File: config.mk
export PLATFORM = sky130hd
export DESIGN_NAME = alu_top
export DESIGN_NICKNAME = d
export VERILOG_FILES = /design/src/logic/alu_pkg.sv /design/src/logic/alu_decode.sv /design/src/logic/alu_execute.sv /design/src/logic/alu_multiplier.sv /design/src/logic/alu_result.sv /design/src/logic/alu_top.sv
export VERILOG_INCLUDE_DIRS = /design/src /design/src/logic
export SDC_FILE = /design/constraint.sdc
export NUM_CORES = 2
export LEC_CHECK = 0
export BUFFER_PORTS_ARGS = -buffer_cell sky130_fd_sc_hd__clkbuf_2
export CAP_MARGIN = 0
export CORE_MARGIN = 2
export CORE_UTILIZATION = 40
export DETAILED_ROUTE_END_ITERATION = 10
export HOLD_SLACK_MARGIN = 0.05
export SLEW_MARGIN = 10
export SYNTH_ARGS = -nofsm -noshare
export SYNTH_HDL_FRONTEND = slang
export SYNTH_SLANG_ARGS = --single-unit
File: constraint.sdc
create_clock -name clk -period 10.6 [get_ports clk]
set_clock_uncertainty 0.2 [all_clocks]
set_input_delay 3.18 -clock clk [delete_from_list [all_inputs] [get_ports clk]]
set_output_delay 3.18 -clock clk [all_outputs]
set_load 0.005 [all_outputs]
File: src/logic/alu_defines.svh
`ifndef ALU_DEFINES_SVH
`define ALU_DEFINES_SVH

// Datapath widths
`define ALU_DATA_W      32
`define ALU_SHIFT_W     5
`define ALU_OPC_W       12

// Instruction format lives in the top byte of the control word
`define ALU_FMT_MSB     31
`define ALU_FMT_LSB     24
`define ALU_FMT_VOP1    8'd1
`define ALU_FMT_VOP2    8'd2
`define ALU_FMT_VOPC    8'd3
`define ALU_FMT_VOP3A   8'd4

// VOP3A source modifiers
`define ALU_ABS1_POS    12
`define ALU_ABS2_POS    13
`define ALU_NEG1_POS    14
`define ALU_NEG2_POS    15

`define ALU_MUL_CYCLES  3

// VOP1 and VOP2 opcodes
`define ALU_OPC_MOV     12'h001
`define ALU_OPC_ADD     12'h025
`define ALU_OPC_SUB     12'h026
`define ALU_OPC_AND     12'h01B
`define ALU_OPC_OR      12'h01C
`define ALU_OPC_SHL     12'h01A
`define ALU_OPC_SHR     12'h016
`define ALU_OPC_MAX     12'h014
`define ALU_OPC_MIN     12'h013
`define ALU_OPC_CNDMASK 12'h000

// Compare bases, low three bits select the predicate
`define ALU_OPC_CMP_S   12'h080
`define ALU_OPC_CMP_U   12'h0C0

// VOP3A opcodes
`define ALU_OPC_AND3    12'h11B
`define ALU_OPC_MAX3    12'h114
`define ALU_OPC_MIN3    12'h113
`define ALU_OPC_MUL_LO  12'h169
`define ALU_OPC_MUL_HI  12'h16A

`endif

File: src/logic/alu_pkg.sv
`default_nettype none

`include "alu_defines.svh"

package alu_pkg;

  // Internal operations after format and opcode decode
  typedef enum logic [3:0] {
    op_mov,
    op_add,
    op_sub,
    op_and,
    op_or,
    op_shl,
    op_shr,
    op_max_u,
    op_min_u,
    op_cndmask,
    op_cmp_s,
    op_cmp_u,
    op_mul_lo,
    op_mul_hi,
    op_nop
  } alu_op_e;

  // One instruction as presented by the issue logic
  typedef struct packed {
    logic [`ALU_DATA_W-1:0] control;
    logic [`ALU_DATA_W-1:0] src1;
    logic [`ALU_DATA_W-1:0] src2;
    logic                   vcc;
    logic                   exec;
  } alu_req_t;

  typedef struct packed {
    alu_op_e                op;
    logic [2:0]             pred;      // Compare predicate, F LT EQ LE GT NE GE TRU
    logic [`ALU_DATA_W-1:0] a;         // Source 1 after modifiers
    logic [`ALU_DATA_W-1:0] b;         // Source 2 after modifiers
    logic                   vcc;
    logic                   active;    // Lane enabled by EXEC
  } alu_decoded_t;

  // Completed instruction
  typedef struct packed {
    logic [`ALU_DATA_W-1:0] data;
    logic                   vcc;
    logic                   write;     // VGPR write enable
  } alu_result_t;

endpackage

`default_nettype wire

File: src/logic/alu_decode.sv
`timescale 1ns/1ps
`default_nettype none

`include "alu_defines.svh"

module alu_decode (
  input  wire                   clk,
  input  wire                   rst,
  input  alu_pkg::alu_req_t     req,
  input  wire                   start,
  output logic                  ready,
  input  wire                   done,
  output alu_pkg::alu_decoded_t dec,
  output logic                  dec_valid
);

  logic                   busy;
  logic                   acc_q;       // Request taken last edge
  alu_pkg::alu_req_t      req_q;
  logic [7:0]             fmt;
  logic [`ALU_OPC_W-1:0]  opc;
  logic                   is_vop3a;
  logic                   cmp_s_hit;
  logic                   cmp_u_hit;
  alu_pkg::alu_op_e       op_d;

  // Abs is applied before negate, both as two's complement
  function automatic logic [`ALU_DATA_W-1:0] apply_mod(input logic [`ALU_DATA_W-1:0] x,
                                                       input logic abs_en,
                                                       input logic neg_en);
    logic [`ALU_DATA_W-1:0] m;
    m = (abs_en && x[`ALU_DATA_W-1]) ? -x : x;
    return neg_en ? -m : m;
  endfunction

  assign ready = ~busy | done;         // Reopens together with done

  assign fmt       = req_q.control[`ALU_FMT_MSB:`ALU_FMT_LSB];
  assign opc       = req_q.control[`ALU_OPC_W-1:0];
  assign is_vop3a  = (fmt == `ALU_FMT_VOP3A);
  assign cmp_s_hit = ({opc[`ALU_OPC_W-1:3], 3'b000} == `ALU_OPC_CMP_S);
  assign cmp_u_hit = ({opc[`ALU_OPC_W-1:3], 3'b000} == `ALU_OPC_CMP_U);

  always_comb
  begin
    op_d = alu_pkg::op_nop;            // Unknown combinations fall here
    case (fmt)
      `ALU_FMT_VOP1:
      begin
        if (opc == `ALU_OPC_MOV)
          op_d = alu_pkg::op_mov;
      end
      `ALU_FMT_VOP2:
      begin
        case (opc)
          `ALU_OPC_ADD:     op_d = alu_pkg::op_add;
          `ALU_OPC_SUB:     op_d = alu_pkg::op_sub;
          `ALU_OPC_AND:     op_d = alu_pkg::op_and;
          `ALU_OPC_OR:      op_d = alu_pkg::op_or;
          `ALU_OPC_SHL:     op_d = alu_pkg::op_shl;
          `ALU_OPC_SHR:     op_d = alu_pkg::op_shr;
          `ALU_OPC_MAX:     op_d = alu_pkg::op_max_u;
          `ALU_OPC_MIN:     op_d = alu_pkg::op_min_u;
          `ALU_OPC_CNDMASK: op_d = alu_pkg::op_cndmask;
          default:          op_d = alu_pkg::op_nop;
        endcase
      end
      `ALU_FMT_VOPC, `ALU_FMT_VOP3A:
      begin
        if (cmp_s_hit)
          op_d = alu_pkg::op_cmp_s;
        else if (cmp_u_hit)
          op_d = alu_pkg::op_cmp_u;
        else if (is_vop3a)
        begin
          case (opc)
            `ALU_OPC_AND3:   op_d = alu_pkg::op_and;
            `ALU_OPC_MAX3:   op_d = alu_pkg::op_max_u;
            `ALU_OPC_MIN3:   op_d = alu_pkg::op_min_u;
            `ALU_OPC_MUL_LO: op_d = alu_pkg::op_mul_lo;
            `ALU_OPC_MUL_HI: op_d = alu_pkg::op_mul_hi;
            default:         op_d = alu_pkg::op_nop;
          endcase
        end
      end
      default: op_d = alu_pkg::op_nop;
    endcase
  end

  always_ff @(posedge clk or posedge rst)
  begin
    if (rst)
    begin
      busy      <= 1'b0;
      acc_q     <= 1'b0;
      dec_valid <= 1'b0;
    end
    else
    begin
      acc_q     <= start & ready;
      dec_valid <= acc_q;
      if (start && ready)
        busy <= 1'b1;
      else if (done)
        busy <= 1'b0;
    end
  end

  always_ff @(posedge clk)
  begin
    if (start && ready)
      req_q <= req;
    if (acc_q)
    begin
      dec.op     <= op_d;
      dec.pred   <= opc[2:0];
      dec.a      <= apply_mod(req_q.src1, is_vop3a & req_q.control[`ALU_ABS1_POS],
                              is_vop3a & req_q.control[`ALU_NEG1_POS]);
      dec.b      <= apply_mod(req_q.src2, is_vop3a & req_q.control[`ALU_ABS2_POS],
                              is_vop3a & req_q.control[`ALU_NEG2_POS]);
      dec.vcc    <= req_q.vcc;
      dec.active <= req_q.exec;        // EXEC low completes without a write
    end
  end

endmodule

`default_nettype wire

File: src/logic/alu_execute.sv
`timescale 1ns/1ps
`default_nettype none

`include "alu_defines.svh"

module alu_execute (
  input  wire                          clk,
  input  wire                          rst,
  input  alu_pkg::alu_decoded_t        dec,
  input  wire                          dec_valid,
  output logic                         mul_start,
  output logic [`ALU_DATA_W-1:0]       mul_a,
  output logic [`ALU_DATA_W-1:0]       mul_b,
  input  wire  [2*`ALU_DATA_W-1:0]     mul_product,
  input  wire                          mul_done,
  output alu_pkg::alu_result_t         res,
  output logic                         res_valid
);

  logic [`ALU_DATA_W:0]   sum;         // Bit 32 is the carry
  logic [`ALU_DATA_W:0]   diff;        // Bit 32 is the borrow
  logic [`ALU_SHIFT_W-1:0] shamt;
  logic                   lt;
  logic                   eq;
  logic                   gt;
  logic                   cmp_vcc;
  logic                   is_mul;
  logic                   mul_hi_q;    // Which product half to return
  logic                   mul_vcc_q;

  assign sum   = {1'b0, dec.a} + {1'b0, dec.b};
  assign diff  = {1'b0, dec.a} - {1'b0, dec.b};
  assign shamt = dec.a[`ALU_SHIFT_W-1:0];

  assign eq = (dec.a == dec.b);
  assign lt = (dec.op == alu_pkg::op_cmp_s) ? ($signed(dec.a) < $signed(dec.b))
                                            : (dec.a < dec.b);
  assign gt = ~lt & ~eq;
  // Predicate bits line up with LT, EQ and GT
  assign cmp_vcc = (dec.pred[0] & lt) | (dec.pred[1] & eq) | (dec.pred[2] & gt);

  assign is_mul    = dec.active &&
                     (dec.op == alu_pkg::op_mul_lo || dec.op == alu_pkg::op_mul_hi);
  assign mul_start = dec_valid & is_mul;
  assign mul_a     = dec.a;
  assign mul_b     = dec.b;
  assign res_valid = (dec_valid & ~is_mul) | mul_done;

  always_ff @(posedge clk or posedge rst)
  begin
    if (rst)
    begin
      mul_hi_q  <= 1'b0;
      mul_vcc_q <= 1'b0;
    end
    else if (mul_start)
    begin
      mul_hi_q  <= (dec.op == alu_pkg::op_mul_hi);
      mul_vcc_q <= dec.vcc;
    end
  end

  always_comb
  begin
    res.data  = '0;
    res.vcc   = dec.vcc;                // Pass-through unless the op sets it
    res.write = 1'b0;
    if (mul_done)
    begin
      res.data  = mul_hi_q ? mul_product[2*`ALU_DATA_W-1:`ALU_DATA_W]
                           : mul_product[`ALU_DATA_W-1:0];
      res.vcc   = mul_vcc_q;
      res.write = 1'b1;
    end
    else if (dec.active)
    begin
      res.write = 1'b1;
      case (dec.op)
        alu_pkg::op_mov:     res.data = dec.a;
        alu_pkg::op_add:
        begin
          res.data = sum[`ALU_DATA_W-1:0];
          res.vcc  = sum[`ALU_DATA_W];
        end
        alu_pkg::op_sub:
        begin
          res.data = diff[`ALU_DATA_W-1:0];
          res.vcc  = diff[`ALU_DATA_W];
        end
        alu_pkg::op_and:     res.data = dec.a & dec.b;
        alu_pkg::op_or:      res.data = dec.a | dec.b;
        alu_pkg::op_shl:     res.data = dec.b << shamt;   // Reversed operands
        alu_pkg::op_shr:     res.data = dec.b >> shamt;
        alu_pkg::op_max_u:   res.data = (dec.a >= dec.b) ? dec.a : dec.b;
        alu_pkg::op_min_u:   res.data = (dec.a <= dec.b) ? dec.a : dec.b;
        alu_pkg::op_cndmask: res.data = dec.vcc ? dec.b : dec.a;
        alu_pkg::op_cmp_s, alu_pkg::op_cmp_u:
        begin
          res.vcc   = cmp_vcc;
          res.write = 1'b0;             // Compares only update VCC
        end
        default:             res.write = 1'b0;
      endcase
    end
  end

endmodule

`default_nettype wire

File: src/logic/alu_multiplier.sv
`timescale 1ns/1ps
`default_nettype none

`include "alu_defines.svh"

module alu_multiplier (
  input  wire                      clk,
  input  wire                      rst,
  input  wire                      start,
  input  wire  [`ALU_DATA_W-1:0]   a,
  input  wire  [`ALU_DATA_W-1:0]   b,
  output logic [2*`ALU_DATA_W-1:0] product,
  output logic                     done
);

  localparam int CNT_W = $clog2(`ALU_MUL_CYCLES + 1);

  logic [CNT_W-1:0]       cnt;
  logic                   busy;
  logic                   last;        // Final counting cycle
  logic [`ALU_DATA_W-1:0] a_q;
  logic [`ALU_DATA_W-1:0] b_q;

  assign last = busy && (cnt == CNT_W'(`ALU_MUL_CYCLES - 1));

  always_ff @(posedge clk or posedge rst)
  begin
    if (rst)
    begin
      cnt  <= '0;
      busy <= 1'b0;
      done <= 1'b0;
    end
    else
    begin
      done <= last;
      if (start)
      begin
        busy <= 1'b1;
        cnt  <= CNT_W'(1);
      end
      else if (last)
        busy <= 1'b0;
      else if (busy)
        cnt <= cnt + CNT_W'(1);
    end
  end

  always_ff @(posedge clk)
  begin
    if (start)
    begin
      a_q <= a;
      b_q <= b;
    end
    if (last)
      product <= {{`ALU_DATA_W{1'b0}}, a_q} * {{`ALU_DATA_W{1'b0}}, b_q};
  end

endmodule

`default_nettype wire

File: src/logic/alu_result.sv
`timescale 1ns/1ps
`default_nettype none

module alu_result (
  input  wire                  clk,
  input  wire                  rst,
  input  alu_pkg::alu_result_t res_in,
  input  wire                  res_valid,
  output alu_pkg::alu_result_t result,
  output logic                 done
);

  // Result stays put between completions
  always_ff @(posedge clk or posedge rst)
  begin
    if (rst)
    begin
      result <= '0;
      done   <= 1'b0;
    end
    else
    begin
      done <= res_valid;               // One-cycle pulse per instruction
      if (res_valid)
        result <= res_in;
    end
  end

endmodule

`default_nettype wire

File: src/logic/alu_top.sv
`timescale 1ns/1ps
`default_nettype none

`include "alu_defines.svh"

module alu_top (
  input  wire                  clk,
  input  wire                  rst,
  input  alu_pkg::alu_req_t    req,
  input  wire                  start,
  output logic                 ready,
  output alu_pkg::alu_result_t result,
  output logic                 done
);

  alu_pkg::alu_decoded_t      dec;
  logic                       dec_valid;
  logic                       mul_start;
  logic [`ALU_DATA_W-1:0]     mul_a;
  logic [`ALU_DATA_W-1:0]     mul_b;
  logic [2*`ALU_DATA_W-1:0]   mul_product;
  logic                       mul_done;
  alu_pkg::alu_result_t       exec_res;
  logic                       exec_valid;

  alu_decode u_decode (
    .clk       (clk),
    .rst       (rst),
    .req       (req),
    .start     (start),
    .ready     (ready),
    .done      (done),
    .dec       (dec),
    .dec_valid (dec_valid)
  );

  alu_execute u_execute (
    .clk         (clk),
    .rst         (rst),
    .dec         (dec),
    .dec_valid   (dec_valid),
    .mul_start   (mul_start),
    .mul_a       (mul_a),
    .mul_b       (mul_b),
    .mul_product (mul_product),
    .mul_done    (mul_done),
    .res         (exec_res),
    .res_valid   (exec_valid)
  );

  alu_multiplier u_multiplier (
    .clk     (clk),
    .rst     (rst),
    .start   (mul_start),
    .a       (mul_a),
    .b       (mul_b),
    .product (mul_product),
    .done    (mul_done)
  );

  alu_result u_result (
    .clk       (clk),
    .rst       (rst),
    .res_in    (exec_res),
    .res_valid (exec_valid),
    .result    (result),
    .done      (done)
  );

endmodule

`default_nettype wire

==> run_results.csv <==
group,metric,value,unit
finish,fill_cells,14000,
setup_path,critPathLaunchType,"register",
clock_tree,htree_levels,2,
global_routing,grt_pass1_vias,46700,
pwr,p_int,0.00225,W
setup_path,cpMostUsedCell,"fa_1",
yosys,yosys.area.top_type_share,31.5,%
routing,vias_per_cell,5.56,
yosys,async_flop_share,13.1,%
yosys,syn_area_per_cell,9.25,sq um
run,drv_cap,0,
setup_path,slowest_stage,"edfxtp_1",
floorplanning,dieArea,146000,sq um
floorplanning,pin_count,137,
finish,finalNetCount,7473,
finish,final_common_cell,"inv_1",
clock_tree,cts_setup_buffers,0,
yosys,synth.yosys.seq_area_share,17.2,%
pwr,clockPowerShare,49.3,%
setup_path,crit_fanout,18,
routing,wl_per_cell,22.3,um
yosys,synth_seq_cells,335,
routing,drc,0,
global_routing,overflow,0,
pwr,p_seq_share,49.9,%
floorplanning,die_w,382,um
clock_tree,cts_made_buffers,38,
clock_tree,cts_hold_buf,0,
sta,setup_tns,0,ns
pwr,p_per_area,46.6,nW/um^2
clock_tree,clkSinkCount,335,
routing,vias,44600,
yosys,yosysWarnings,0,
setup_path,critPathMaxStageDelay,1.06,ns
yosys,ys_types,99,
routing,drt_iter0_drc,3437,
global_routing,grt_usage,25.0,%
clock_tree,cts-root-buf,"clkbuf_16",
sta,finalSetupViolations,0,
clock_tree,cts_resized,0,
setup_path,endpoint_kind,"register",
floorplanning,die_y,382,um
yosys,postSynthCellCount,6180,
pwr,p_sw_share,20.8,%
sta,tightest_slew,1.23,ns
sta,rsz0062_at_grt,"no",
pwr,p_leak,27.4,nW
placed_design,place_hpwl,144000,um
floorplanning,start_util,40.4,%
routing,final_antenna_net_count,0,
outcome,status,"complete, no violations",
setup_path,worst_ep_arrival_time,9.34,ns
pwr,p_sw,0.000591,W
clock_tree,cts_tree,"yes",
placed_design,portBuffers,128,
yosys,synth-main-ff-cell,"edfxtp_1",
sta,fin_crit,9.24,ns
pwr,ir_worst_vdd,122,uV
floorplanning,rows,138,
setup_path,path_class,"reg2reg",
global_routing,antenna_found_initial,4,
setup_path,crit_required,10.70,ns
sta,fin_crit_sh,87.1,%
sta,relSlewSlack,16.0,%
clock_tree,clockBufferDepth,3,
sta,finalHoldViolCount,0,
setup_path,path_buf_inv,5,
yosys,synth_top_area_cell,"fa_1",
sta,slew_viol_final,0,
sta,fmax,108,MHz
pwr,p_total,0.00285,W
clock_tree,clk_pin_slew,0.06,ns
routing,drt-pass1-iter-count,6,
placed_design,place_congestion,0.979,
yosys,synth_area_leaders,"fa_1 (31%), edfxtp_1 (15%), ha_1 (7.9%)",
hold_path,hold_path.class,"reg2reg",
yosys,synth_edf_count,291,
finish,layout-drive-gt1-share,7.69,%
setup_path,critical_path.top_delay_family,"adder cells",
finish,area_growth,6.90,%
floorplanning,coreArea,142000,sq um
global_routing,grt_max_degree,75,
pwr,comb_power_share,0.7,%
global_routing,grt_pass1_wl,282000,um
routing,drt_wl_total,179000,um
yosys,syn_nets,7541,
yosys,synth_area,57100,sq um
clock_tree,worstSkewPairLatency,0.60,ns
finish,final_cell_mix,"inv_1 (976), fa_1 (898), nand2_1 (683)",
-- final timing paths --
path	slack, ns	endpoint	cells past startpoint	start
min in group asynchronous	2.57	u_result.result[6]$_DFFE_PP0P_	3	rst
worst max register to register	1.36	u_multiplier.product[56]$_DFFE_PP_	25	u_multiplier.b_q[16]$_DFFE_PP_
worst max-delay path	1.36	u_multiplier.product[56]$_DFFE_PP_	25	u_multiplier.b_q[16]$_DFFE_PP_
max in group asynchronous	6.98	u_result.result[30]$_DFFE_PP0P_	3	rst
worst min-delay path	0.23	u_decode.dec[0]$_DFFE_PP_	0	u_decode.req_q[0]$_DFFE_PP_
worst min register to register	0.23	u_decode.dec[0]$_DFFE_PP_	0	u_decode.req_q[0]$_DFFE_PP_
-- logic make-up after synthesis --
logic type / after synthesis / synth area share [%]
flops: 335 / 17.2
fa+ha+maj: 1261 / 39.4
buf+inv: 1363 / 9.09
mux: 141 / 3.56
compound gates: 935 / 10.6
simple gates: 1955 / 17.2
xor+xnor: 190 / 2.94
-- cell usage after synthesis, types with 7 or more instances --
library cell,instances
a2111oi_0,11
a211o_1,19
a211oi_1,30
a21boi_0,8
a21o_1,37
a21oi_1,278
a221o_1,23
a221oi_1,42
a22oi_1,23
a31oi_1,44
and2_1,615
and3_1,22
buf_1,13
buf_2,16
clkbuf_1,342
dfrtp_1,44
edfxtp_1,291
fa_1,898
ha_1,362
inv_1,978
mux2_2,25
mux2i_1,68
mux4_2,47
nand2_1,683
nand2b_1,33
nand3_1,61
nand4_1,24
nor2_1,301
nor2b_1,29
nor3_1,65
nor3b_1,7
nor4_1,24
o211ai_1,27
o21a_1,10
o21ai_0,204
o21bai_1,15
o221ai_1,26
o22ai_1,31
o31ai_1,24
o41ai_1,17
or2_2,9
or3_1,27
or4_1,7
xnor2_1,129
xor2_1,59
-- sequential cells by signal, summed over array words and instances, names as in the netlist --
signal and cells:
u_decode.dec 73, u_decode.req_q 70, u_multiplier.product 64, u_result.result 34, u_multiplier.a_q 32, u_multiplier.b_q 32
u_decode.opc 12, u_decode.fmt 8, u_multiplier.cnt 2, u_decode.acc_q 1, u_decode.busy 1, u_decode.dec_valid 1
u_execute.mul_hi_q 1, u_execute.mul_vcc_q 1, u_multiplier.busy 1, u_multiplier.done 1, u_result.done 1
-- power by group through the flow --
stage / clock network, W / registers [W] / logic [W]
2_1_floorplan: 0 / 0.00145 / 0.00000254
3_3_place_gp: 0 / 0.00145 / 0.0000216
3_5_place_dp: 0 / 0.00145 / 0.0000217
4_1_cts: 0.00143 / 0.00142 / 0.0000218
5_1_grt: 0.00148 / 0.00142 / 0.0000244
6_report: 0.00140 / 0.00142 / 0.0000212
-- per-layer routing --
metal	vias to the layer above	GRT usage [%]	share of wire, %
met5	-	0	0
li1	19900	-	-
met1	22800	33.9	42
met3	332	3.40	6.7
met4	0	9.80	4.5
met2	1670	40.6	46
-- cell type report --
| type | count | area, sq um | area share [%] |
|---|---|---|---|
| clock buffer | 45 | 1020 | 1.67 |
| clock inverter | 24 | 298 | 0.488 |
| inverter | 982 | 3690 | 6.03 |
| sequential | 335 | 9840 | 16.1 |
| multi-input combinational | 4482 | 42100 | 69.0 |
| antenna | 1 | 2.50 | 0.00410 |
| timing repair buffer | 273 | 1730 | 2.83 |
| tap | 1890 | 2360 | 3.87 |
-- metrics by stage --
step                      hold slack, ns  setup slack [ns]  area [sq um]  instances  util (%)
after floorplan                    0.200              2.71         57100       6180         -
after global placement             0.214              1.50         59800       7962      42.2
after CTS                          0.234              1.42         61100       8031      43.1
after global routing               0.236              1.10         61100       8031      43.1
final                              0.230              1.36         61100       8032      43.1
after detailed placement           0.219              1.56         59800       7962      42.2
Power figures use the tool's default switching activity.
